<file path="src/adcfifo_pkg.sv">
package adcfifo_pkg;

  localparam int BYTECNT_W  = 7;   // byte index within a multibyte register
  localparam int FIFO_DEPTH = 32;  // sample entries
  localparam int FIFO_AW    = 5;   // log2 of FIFO_DEPTH

  // bit positions in the error status byte
  localparam int ERR_OVERFLOW       = 0;  // push while full
  localparam int ERR_UNDERFLOW_FAST = 1;  // pop while empty, fast mode
  localparam int ERR_UNDERFLOW_SLOW = 2;  // pop while empty, slow mode, policy 0

  typedef logic [7:0]           reg_addr_t;    // register address
  typedef logic [7:0]           reg_byte_t;    // one bus data byte
  typedef logic [BYTECNT_W-1:0] bytecnt_t;     // byte index, little endian
  typedef logic [9:0]           adc_sample_t;  // raw adc sample
  typedef logic [16:0]          seg_len_t;     // segment length in samples
  typedef logic [7:0]           fifo_err_t;    // fifo error flags

  localparam seg_len_t SEG_LEN_RESET = 17'd65536;

  // register map
  localparam reg_addr_t ADDR_ADCREAD                  = 8'd3;
  localparam reg_addr_t ADDR_FIFO_STAT                = 8'd4;
  localparam reg_addr_t ADDR_ADC_LOW_RES              = 8'd5;
  localparam reg_addr_t ADDR_FAST_FIFO_READ_MODE      = 8'd6;
  localparam reg_addr_t ADDR_STREAM_SEGMENT_THRESHOLD = 8'd7;
  localparam reg_addr_t ADDR_FIFO_UNDERFLOW_COUNT     = 8'd8;
  localparam reg_addr_t ADDR_FIFO_NO_UNDERFLOW_ERROR  = 8'd9;
  localparam reg_addr_t ADDR_CAPTURE_DONE             = 8'd10;
  localparam reg_addr_t ADDR_DEBUG_FIFO_READS         = 8'd11;
  localparam reg_addr_t ADDR_DEBUG_FIFO_READS_FREEZE  = 8'd12;

  // host register bus, one bundle
  typedef struct packed {
    reg_addr_t address;  // register being accessed
    bytecnt_t  bytecnt;  // byte of a multibyte register
    reg_byte_t datai;    // write data
    logic      read;     // held high while host samples read data
    logic      write;    // one-cycle write strobe
  } reg_bus_t;

  // capture controller states
  typedef enum logic [1:0] {
    IDLE,       // waiting for first trigger
    ARMED_RUN,  // pushing valid samples
    DONE        // segment complete
  } capture_state_t;

endpackage

</file>
<file path="src/adc_capture_ctrl.sv">
`timescale 1ns/100ps

module adc_capture_ctrl (
  input  logic                     clk_usb,
  input  logic                     reset,
  input  logic                     trig,          // one-cycle capture start
  input  logic                     adc_valid,     // sample strobe
  input  adcfifo_pkg::adc_sample_t adc_data,
  input  adcfifo_pkg::seg_len_t    seg_len,       // samples per capture
  output logic                     push,          // fifo write
  output adcfifo_pkg::adc_sample_t push_data,
  output logic                     capture_done   // segment complete
);

  import adcfifo_pkg::*;

  capture_state_t state;
  seg_len_t       count;        // samples pushed in this run
  seg_len_t       count_next;

  assign push       = (state == ARMED_RUN) && adc_valid;  // no back-pressure
  assign push_data  = adc_data;
  assign count_next = count + 1'b1;

  always_ff @(posedge clk_usb) begin
    if (reset) begin
      state <= IDLE;
      count <= '0;
    end else begin
      case (state)
        IDLE, DONE: begin
          if (trig) begin
            count <= '0;
            // empty segment completes at once
            state <= (seg_len == '0) ? DONE : ARMED_RUN;
          end
        end
        ARMED_RUN: begin
          if (push) begin
            count <= count_next;
            if (count_next == seg_len)
              state <= DONE;  // last sample of the segment
          end
        end
        default:
          state <= IDLE;
      endcase
    end
  end

  // high from the cycle after the last push until the next trigger
  assign capture_done = (state == DONE);

endmodule

</file>
<file path="src/adc_sample_fifo.sv">
`timescale 1ns/100ps

module adc_sample_fifo (
  input  logic                     clk_usb,
  input  logic                     reset,
  input  logic                     push,                // write strobe from capture
  input  adcfifo_pkg::adc_sample_t push_data,
  input  logic                     pop,                 // read strobe from register block
  input  logic                     fast_mode,
  input  logic                     no_underflow_errors,
  input  logic                     clear_errors,
  output adcfifo_pkg::adc_sample_t head_sample,         // fwft output
  output logic                     empty,
  output adcfifo_pkg::fifo_err_t   err_stat,
  output adcfifo_pkg::reg_byte_t   underflow_count,     // saturating
  output logic [31:0]              read_count,
  output logic [31:0]              read_count_freeze
);

  import adcfifo_pkg::*;

  typedef logic [FIFO_AW:0] ptr_t;  // extra msb tells full from empty

  adc_sample_t mem [FIFO_DEPTH];
  ptr_t        wr_ptr;
  ptr_t        rd_ptr;
  logic        full;
  logic        push_ok;          // accepted write
  logic        pop_ok;           // accepted read
  logic        underflow;        // pop while empty
  fifo_err_t   err_set;          // new error events this cycle
  logic [31:0] read_count_next;

  assign empty = (wr_ptr == rd_ptr);
  assign full  = (wr_ptr[FIFO_AW] != rd_ptr[FIFO_AW]) &&
                 (wr_ptr[FIFO_AW-1:0] == rd_ptr[FIFO_AW-1:0]);

  assign push_ok   = push && !full;   // push while full is lost
  assign pop_ok    = pop && !empty;   // empty pop leaves pointer alone
  assign underflow = pop && empty;

  // storage, head read straight out
  always_ff @(posedge clk_usb) begin
    if (push_ok)
      mem[wr_ptr[FIFO_AW-1:0]] <= push_data;
  end

  assign head_sample = mem[rd_ptr[FIFO_AW-1:0]];

  always_ff @(posedge clk_usb) begin
    if (reset) begin
      wr_ptr <= '0;
      rd_ptr <= '0;
    end else begin
      if (push_ok)
        wr_ptr <= wr_ptr + 1'b1;
      if (pop_ok)
        rd_ptr <= rd_ptr + 1'b1;
    end
  end

  // error classification by mode and policy
  always_comb begin
    err_set                     = '0;
    err_set[ERR_OVERFLOW]       = push && full;
    err_set[ERR_UNDERFLOW_FAST] = underflow && fast_mode;
    err_set[ERR_UNDERFLOW_SLOW] = underflow && !fast_mode && !no_underflow_errors;
  end

  // sticky until cleared, a same-cycle event still lands
  always_ff @(posedge clk_usb) begin
    if (reset)
      err_stat <= '0;
    else
      err_stat <= (clear_errors ? fifo_err_t'(0) : err_stat) | err_set;
  end

  // counted in every mode, whatever the policy
  always_ff @(posedge clk_usb) begin
    if (reset)
      underflow_count <= '0;
    else if (underflow && (underflow_count != 8'hFF))
      underflow_count <= underflow_count + 1'b1;
  end

  assign read_count_next = read_count + {31'b0, pop_ok};

  // debug pop counters
  always_ff @(posedge clk_usb) begin
    if (reset) begin
      read_count        <= '0;
      read_count_freeze <= '0;
    end else begin
      read_count <= read_count_next;
      if ((err_stat == '0) || clear_errors)
        read_count_freeze <= read_count_next;  // holds once flagged, clear releases
    end
  end

endmodule

</file>
<file path="src/adcfifo_top.sv">
`timescale 1ns/100ps

module adcfifo_top (
  input  logic                     clk_usb,
  input  logic                     reset,
  input  adcfifo_pkg::reg_bus_t    reg_bus,    // host register bus
  output adcfifo_pkg::reg_byte_t   reg_datao,
  input  logic                     trig,
  input  logic                     adc_valid,
  input  adcfifo_pkg::adc_sample_t adc_data
);

  import adcfifo_pkg::*;

  // capture to fifo
  logic        push;
  adc_sample_t push_data;
  // fifo to register block
  adc_sample_t head_sample;
  logic        empty;
  fifo_err_t   err_stat;
  reg_byte_t   underflow_count;
  logic [31:0] read_count;
  logic [31:0] read_count_freeze;
  // register block to fifo and capture
  logic        pop;
  logic        clear_errors;
  logic        fast_mode;
  logic        no_underflow_errors;
  seg_len_t    seg_len;
  logic        capture_done;

  reg_adcfifo i_reg_adcfifo (
    .clk_usb             (clk_usb),
    .reset               (reset),
    .reg_bus             (reg_bus),
    .reg_datao           (reg_datao),
    .head_sample         (head_sample),
    .empty               (empty),
    .err_stat            (err_stat),
    .underflow_count     (underflow_count),
    .read_count          (read_count),
    .read_count_freeze   (read_count_freeze),
    .capture_done        (capture_done),
    .pop                 (pop),
    .clear_errors        (clear_errors),
    .fast_mode           (fast_mode),
    .no_underflow_errors (no_underflow_errors),
    .seg_len             (seg_len)
  );

  adc_sample_fifo i_adc_sample_fifo (
    .clk_usb             (clk_usb),
    .reset               (reset),
    .push                (push),
    .push_data           (push_data),
    .pop                 (pop),
    .fast_mode           (fast_mode),
    .no_underflow_errors (no_underflow_errors),
    .clear_errors        (clear_errors),
    .head_sample         (head_sample),
    .empty               (empty),
    .err_stat            (err_stat),
    .underflow_count     (underflow_count),
    .read_count          (read_count),
    .read_count_freeze   (read_count_freeze)
  );

  adc_capture_ctrl i_adc_capture_ctrl (
    .clk_usb      (clk_usb),
    .reset        (reset),
    .trig         (trig),
    .adc_valid    (adc_valid),
    .adc_data     (adc_data),
    .seg_len      (seg_len),
    .push         (push),
    .push_data    (push_data),
    .capture_done (capture_done)
  );

endmodule

</file>
<file path="src/reg_adcfifo.sv">
`timescale 1ns/100ps

module reg_adcfifo (
  input  logic                     clk_usb,
  input  logic                     reset,
  input  adcfifo_pkg::reg_bus_t    reg_bus,             // host register bus
  output adcfifo_pkg::reg_byte_t   reg_datao,           // read data, 0 when not reading
  input  adcfifo_pkg::adc_sample_t head_sample,         // fwft head of sample fifo
  input  logic                     empty,
  input  adcfifo_pkg::fifo_err_t   err_stat,
  input  adcfifo_pkg::reg_byte_t   underflow_count,
  input  logic [31:0]              read_count,          // accepted pops
  input  logic [31:0]              read_count_freeze,   // pops before first error
  input  logic                     capture_done,
  output logic                     pop,                 // fifo read enable
  output logic                     clear_errors,        // one-cycle pulse
  output logic                     fast_mode,           // fast fifo read mode
  output logic                     no_underflow_errors, // mask slow underflow flag
  output adcfifo_pkg::seg_len_t    seg_len              // samples per capture
);

  import adcfifo_pkg::*;

  logic      low_res;      // 8-bit sample readout
  logic      low_res_lsb;  // low byte rather than high byte in low_res
  logic      read_r;       // read strobe, previous cycle
  logic      read_edge;    // rise of read at the sample address
  logic      pop_slow;     // slow-mode pop, one cycle after the rise
  reg_byte_t sample_byte;  // formatted head sample

  // byte select for multibyte registers, little endian
  function automatic reg_byte_t pick_byte(input logic [31:0] word, input bytecnt_t idx);
    reg_byte_t b;
    case (idx)
      bytecnt_t'(0): b = word[7:0];
      bytecnt_t'(1): b = word[15:8];
      bytecnt_t'(2): b = word[23:16];
      bytecnt_t'(3): b = word[31:24];
      default:       b = '0;       // past the widest register
    endcase
    return b;
  endfunction

  // sample formatting by resolution mode
  always_comb begin
    if (!low_res)
      sample_byte = pick_byte({22'b0, head_sample}, reg_bus.bytecnt);  // 16-bit, two bytes
    else if (low_res_lsb)
      sample_byte = head_sample[7:0];  // drop top two bits
    else
      sample_byte = head_sample[9:2];  // drop bottom two bits
  end

  // read mux
  always_comb begin
    reg_datao = '0;
    if (reg_bus.read) begin
      case (reg_bus.address)
        ADDR_ADCREAD:
          reg_datao = sample_byte;
        ADDR_FIFO_STAT:
          reg_datao = pick_byte({23'b0, empty, err_stat}, reg_bus.bytecnt);  // empty in byte 1
        ADDR_ADC_LOW_RES:
          reg_datao = {6'b0, low_res_lsb, low_res};
        ADDR_FAST_FIFO_READ_MODE:
          reg_datao = {7'b0, fast_mode};
        ADDR_STREAM_SEGMENT_THRESHOLD:
          reg_datao = pick_byte({15'b0, seg_len}, reg_bus.bytecnt);
        ADDR_FIFO_UNDERFLOW_COUNT:
          reg_datao = underflow_count;
        ADDR_FIFO_NO_UNDERFLOW_ERROR:
          reg_datao = {7'b0, no_underflow_errors};
        ADDR_CAPTURE_DONE:
          reg_datao = {7'b0, capture_done};
        ADDR_DEBUG_FIFO_READS:
          reg_datao = pick_byte(read_count, reg_bus.bytecnt);
        ADDR_DEBUG_FIFO_READS_FREEZE:
          reg_datao = pick_byte(read_count_freeze, reg_bus.bytecnt);
        default:
          reg_datao = '0;  // unmapped
      endcase
    end
  end

  // readout settings
  always_ff @(posedge clk_usb) begin
    if (reset) begin
      low_res             <= 1'b0;
      low_res_lsb         <= 1'b0;
      no_underflow_errors <= 1'b1;  // slow underflow counted only
      seg_len             <= SEG_LEN_RESET;
    end else if (reg_bus.write) begin
      case (reg_bus.address)
        ADDR_ADC_LOW_RES: begin
          low_res     <= reg_bus.datai[0];
          low_res_lsb <= reg_bus.datai[1];
        end
        ADDR_STREAM_SEGMENT_THRESHOLD: begin
          case (reg_bus.bytecnt)
            bytecnt_t'(0): seg_len[7:0]  <= reg_bus.datai;
            bytecnt_t'(1): seg_len[15:8] <= reg_bus.datai;
            bytecnt_t'(2): seg_len[16]   <= reg_bus.datai[0];  // only bit 16 exists
            default: ;
          endcase
        end
        ADDR_FIFO_NO_UNDERFLOW_ERROR:
          no_underflow_errors <= reg_bus.datai[0];
        default: ;
      endcase
    end
  end

  // fast mode lasts until any other register is written
  always_ff @(posedge clk_usb) begin
    if (reset)
      fast_mode <= 1'b0;
    else if (reg_bus.write)
      fast_mode <= (reg_bus.address == ADDR_FAST_FIFO_READ_MODE) && reg_bus.datai[0];
  end

  // write to status register clears fifo errors
  always_ff @(posedge clk_usb) begin
    if (reset)
      clear_errors <= 1'b0;
    else
      clear_errors <= reg_bus.write && (reg_bus.address == ADDR_FIFO_STAT);
  end

  assign read_edge = reg_bus.read && !read_r && (reg_bus.address == ADDR_ADCREAD);

  always_ff @(posedge clk_usb) begin
    if (reset) begin
      read_r   <= 1'b0;
      pop_slow <= 1'b0;
    end else begin
      read_r   <= reg_bus.read;
      pop_slow <= read_edge && !fast_mode;  // no second pop after a fast one
    end
  end

  // fast mode saves a cycle by popping on the rise itself
  assign pop = fast_mode ? read_edge : pop_slow;

endmodule

</file>
<file path="config.mk">
export PLATFORM = sky130hd
export DESIGN_NAME = adcfifo_top
export DESIGN_NICKNAME = d
export VERILOG_FILES = /design/src/adcfifo_pkg.sv /design/src/adc_capture_ctrl.sv /design/src/adc_sample_fifo.sv /design/src/adcfifo_top.sv /design/src/reg_adcfifo.sv
export SDC_FILE = /design/constraint.sdc
export NUM_CORES = 1
export LEC_CHECK = 0
export CAP_MARGIN = 20
export CORE_MARGIN = 5
export CORE_UTILIZATION = 25
export DETAILED_ROUTE_END_ITERATION = 8
export DONT_BUFFER_PORTS = 1
export HOLD_SLACK_MARGIN = 0.12
export PLACE_DENSITY = 0.38
export SLEW_MARGIN = 20
export SYNTH_ARGS = -nofsm -noshare
export SYNTH_HDL_FRONTEND = slang
export SYNTH_SLANG_ARGS = --single-unit
</file>
<file path="constraint.sdc">
create_clock -name clk_usb -period 9 [get_ports clk_usb]
set_input_delay 1.8 -clock clk_usb [delete_from_list [all_inputs] [get_ports clk_usb]]
set_output_delay 1.8 -clock clk_usb [all_outputs]
set_load 0.02 [all_outputs]
</file>
==> metrics.md <==
| Metric | Value |
|---|---|
| Chip Width | 288 µm |
| Static leakage power | 7.05 nW |
| Critical setup path kind | reg -> out |
| Initial core utilization | 25.1% |
| Yosys synthesis warning count | 0 |
| Setup tns final | 0 ps |
| Number of flops mapped to enable cells by yosys | 320 |
| Placeable core region | 0.0772 mm² |
| Area of the mapped netlist | 0.0194 mm² |
| Layout overhead on the synthesized area | 15.6% |
| Tcrit/Tclk final | 70.6% |
| Area of the die | 0.0832 mm² |
| Slowest cell delay on critical path | 870 ps |
| Count of mapped cells out of synthesis | 1393 |
| Number of nets in the synthesized netlist | 1441 |
| Ratio of total power to cell area | 199 mW/mm² |
| Startpoint of the worst-slack reg-to-reg timing path | i_adc_sample_fifo.wr_ptr[3]$_SDFFE_PP0P_ |
| Filler cell count in the final layout | 7823 |
| Via total after detailed routing | 11.6k |
| Maximum buffer depth of the clock tree | 3 |
| Vias in the first global route | 11.8k |
| CP Max Fanout | 41 |
| Ranking of synthesized cells by instance count | 320 x sky130_fd_sc_hd__edfxtp_1, 199 x sky130_fd_sc_hd__nor2_1, 135 x sky130_fd_sc_hd__dfxtp_1, 92 x sky130_fd_sc_hd__mux4_2, 77 x sky130_fd_sc_hd__nand2_1 |
| WP data required | 7200 ps |
| Final count of negative-setup-slack endpoints | 0 |
| Global router's overall resource usage | 12.9% |
| Reg2Reg Depth | 12 |
| Global-route wire length before repair | 80400 µm |
| Flip-flop and latch count after synthesis | 455 |
| Slowest cell on the critical path | sky130_fd_sc_hd__nor4_1 |
| Synthesized area per cell | 13.9 µm² |
| Comb pwr share | 1.1% |
| Final cell count without fillers | 2490 |
| Number of distinct library cells after synthesis | 64 |
| Number of slew-limit violations in the final report | 0 |
| Worst-margin pin slew | 1140 ps |
| Antenna Violating Nets Remaining | 0 |
| Height of the die | 288 µm |
| Flop pwr share | 50.3% |
| Type of the worst min-delay path | reg -> reg |
| Upper clock frequency limit | 0.157 GHz |
| Total wire length | 53700 µm |
| Setup repair after global routing missed its margin | no |
| # DRC | 0 |
| Clock tree root buffer cell | sky130_fd_sc_hd__clkbuf_16 |
| Sw Ratio | 19.9% |
| Worst Clk Skew | 18.7 ps |
| IO buf count | 0 |
| WP data arrival | 4560 ps |
| Placement row count | 102 |
| Post-CTS Hold Fix Bufs | 0 |
| Dominant synthesized flop cell | sky130_fd_sc_hd__edfxtp_1 |
| Number of primary I/O pins | 47 |
| RD Place Congestion | 0.799 |
| Clock tree sinks | 455 |
| Internal portion of total power | 3.58 mW |
| PostCTS Resize Cnt | 0 |
| Max-slew headroom at the worst pin | 23.2% |
| Area used by multi-input combinational logic | 0.00673 mm² |
| Iteration-0 DRC Markers | 735 |
| Largest net degree at the start of global routing | 130 |
| Number of post-CTS setup repair buffers | 0 |
| Sequential standard cell area | 0.0123 mm² |
| Sort of element at the end of the critical path | output port |
| Number of violations of the max-capacitance limit | 0 |
| Kind of start point of the critical path | flop |
| Antenna violations before repair | 1 |
| Clock tree from TritonCTS | built |
| Clock-pin slew on the worst setup and hold paths | 60 ps |
| Proportion of register bits with asynchronous set or reset after synthesis | 0% |
| Hold Vio Cnt, Final | 0 |
| Sequential-to-total area share from yosys stat | 63.5% |
| Result of the run | finished, final reports clean |
| WHS Path Cells | 2 |
| Library cell with the highest instance count after synthesis | sky130_fd_sc_hd__edfxtp_1 |
| Half-perimeter wire length after detailed placement | 35200 µm |
| Net switching component of the power | 0.887 mW |
| DR vias/cell | 4.65 |
| Fin crit period | 6360 ps |
| First drt pass iteration count | 6 |
| Share of post-route cells with drive strength above 1 | 15.5% |
| Clock latency of the later-clocked register in the worst-skew pair | 590 ps |
| H-tree level count | 2 |
| Placed cell count | 2390 |
| Post-synth top area share | 49.6% |
| CTS buffer count | 52 |
| Cells traversed along the worst timing path | buf_4 > mux4_2 > o211ai_1 > nand2_1 > nor4_1 > nor2b_1 > a211oi_1 > o21ai_0 |
| VDD IR-drop max | 0.000123 V |
| GRT overflow | 0 |
| Dominant cell type by area after synthesis | sky130_fd_sc_hd__edfxtp_1 |
| Average detailed-routed wire length per instance | 21.6 µm |
| Top post-synthesis cells by area | sky130_fd_sc_hd__edfxtp_1 50%, sky130_fd_sc_hd__dfxtp_1 14%, sky130_fd_sc_hd__mux4_2 11% |
| Number of nets in the finished design | 1452 |
| Clock share of power | 48.6% |
| Start point of the worst hold path | i_adc_sample_fifo.read_count_freeze[1]$_SDFFE_PP0P_ |
-- layer usage --
metal	vias up	track usage, %	routed length, µm
li1	5368	-	-
met1	5889	18.0	24600
met2	263	20.4	24500
met3	69	2.90	3550
met4	0	3.24	1080
met5	-	0	0
-- sequential cells by signal, indices dropped and copies added, names as in the netlist, named ones only --
register,cells
i_adc_sample_fifo.rd_ptr,6
i_adc_capture_ctrl.count,17
i_adc_capture_ctrl.state,2
i_reg_adcfifo.low_res_lsb,1
i_reg_adcfifo.low_res,1
i_reg_adcfifo.pop_slow,1
i_adc_sample_fifo.read_count_freeze,32
i_adc_sample_fifo.mem,320
i_adc_sample_fifo.read_count,32
i_reg_adcfifo.fast_mode,1
i_reg_adcfifo.read_r,1
i_reg_adcfifo.clear_errors,1
i_adc_sample_fifo.wr_ptr,6
i_reg_adcfifo.seg_len,17
i_adc_sample_fifo.underflow_count,8
i_adc_sample_fifo.err_stat,3
i_reg_adcfifo.no_underflow_errors,1
-- path summary, 6_finish.rpt --
kind	endpoint	slack, ps
max	reg_datao[0]	2640
min	i_adc_sample_fifo.read_count_freeze[1]$_SDFFE_PP0P_	450
max reg2reg	i_adc_sample_fifo.read_count_freeze[30]$_SDFFE_PP0P_	5260
min reg2reg	i_adc_sample_fifo.read_count_freeze[1]$_SDFFE_PP0P_	450
-- placed cells by master (no fill, tap or decap), types with 9 or more instances in the layout --
master                      synthesis  routed
sky130_fd_sc_hd__nand4_1           21      21
sky130_fd_sc_hd__a211oi_1          33      33
sky130_fd_sc_hd__a22oi_1           16      16
sky130_fd_sc_hd__and3_1            13      13
sky130_fd_sc_hd__a221oi_1          13      13
sky130_fd_sc_hd__xnor2_1           29      29
sky130_fd_sc_hd__clkbuf_1          48      14
sky130_fd_sc_hd__o21ai_0           29      29
sky130_fd_sc_hd__mux4_2            92      92
sky130_fd_sc_hd__nand2b_1           9       9
sky130_fd_sc_hd__a21oi_1           35      35
sky130_fd_sc_hd__ha_1               9       9
sky130_fd_sc_hd__inv_1             13      12
sky130_fd_sc_hd__nor2_1           199     192
sky130_fd_sc_hd__mux2i_1           62      62
sky130_fd_sc_hd__nor2b_1           13      13
sky130_fd_sc_hd__dfxtp_1          135     133
sky130_fd_sc_hd__nand3_1           31      31
sky130_fd_sc_hd__edfxtp_1         320     320
sky130_fd_sc_hd__nand2_1           77      77
sky130_fd_sc_hd__nor4_1            17      17
sky130_fd_sc_hd__nor3_1            16      16
sky130_fd_sc_hd__buf_4              0      31
sky130_fd_sc_hd__or3_1              9       9
sky130_fd_sc_hd__xor2_1            44      44
sky130_fd_sc_hd__clkbuf_16          0      55
-- worst max-delay path: cells and delay by family (launching register included) --
kind,cells,cell delay [ps]
compound gates,3,820
buf+inv,1,640
flops,1,800
mux,1,620
simple gates,3,1050
-- kinds of logic (layout without fill, tap and decap cells) --
family,after synthesis,in the layout,synth area share [%]
AO/OA/AOI/OAI,175,175,6.23
XOR/XNOR,73,73,3.30
adder cells (fa/ha/maj),9,9,0.581
buffers and inverters,87,141,1.81
flip-flops,455,455,63.5
multiplexers,154,154,13.9
other,0,3,0
AND/OR/NAND/NOR,440,440,10.6
-- power by group through the flow --
stage | Combinational [mW] | Sequential [mW] | Clock, mW
finish | 0.0492 | 2.25 | 2.17
global route | 0.0551 | 2.24 | 2.32
CTS | 0.0499 | 2.25 | 2.24
detailed placement | 0.0497 | 2.29 | 0
global placement | 0.0493 | 2.29 | 0
floorplan | 0.0462 | 2.29 | 0
-- per-stage QoR --
stage	util (%)	hold WS, ps	area [µm²]	setup WS [ps]	power (mW)
6_report	29.0	454	22400	2640	4.46
5_1_grt	29.0	480	22400	2490	4.62
4_1_cts	29.0	455	22400	2700	4.54
3_5_place_dp	26.7	447	20600	2860	2.34
3_3_place_gp	26.7	436	20600	2960	2.34
2_1_floorplan	-	429	19400	3270	2.34
-- cell type report --
| cell class | count | area share, % |
|---|---|---|
| Clock buffer | 74 | 6.60 |
| Inverter | 13 | 0.218 |
| Timing Repair Buffer | 31 | 1.04 |
| Sequential cell | 455 | 55.0 |
| Multi-Input combinational cell | 851 | 30.1 |
| Clock inverter | 23 | 1.25 |
| Tap cell | 1040 | 5.81 |
| Antenna cell | 3 | 0.0335 |
Note: power is estimated with default switching activity, not from simulation.
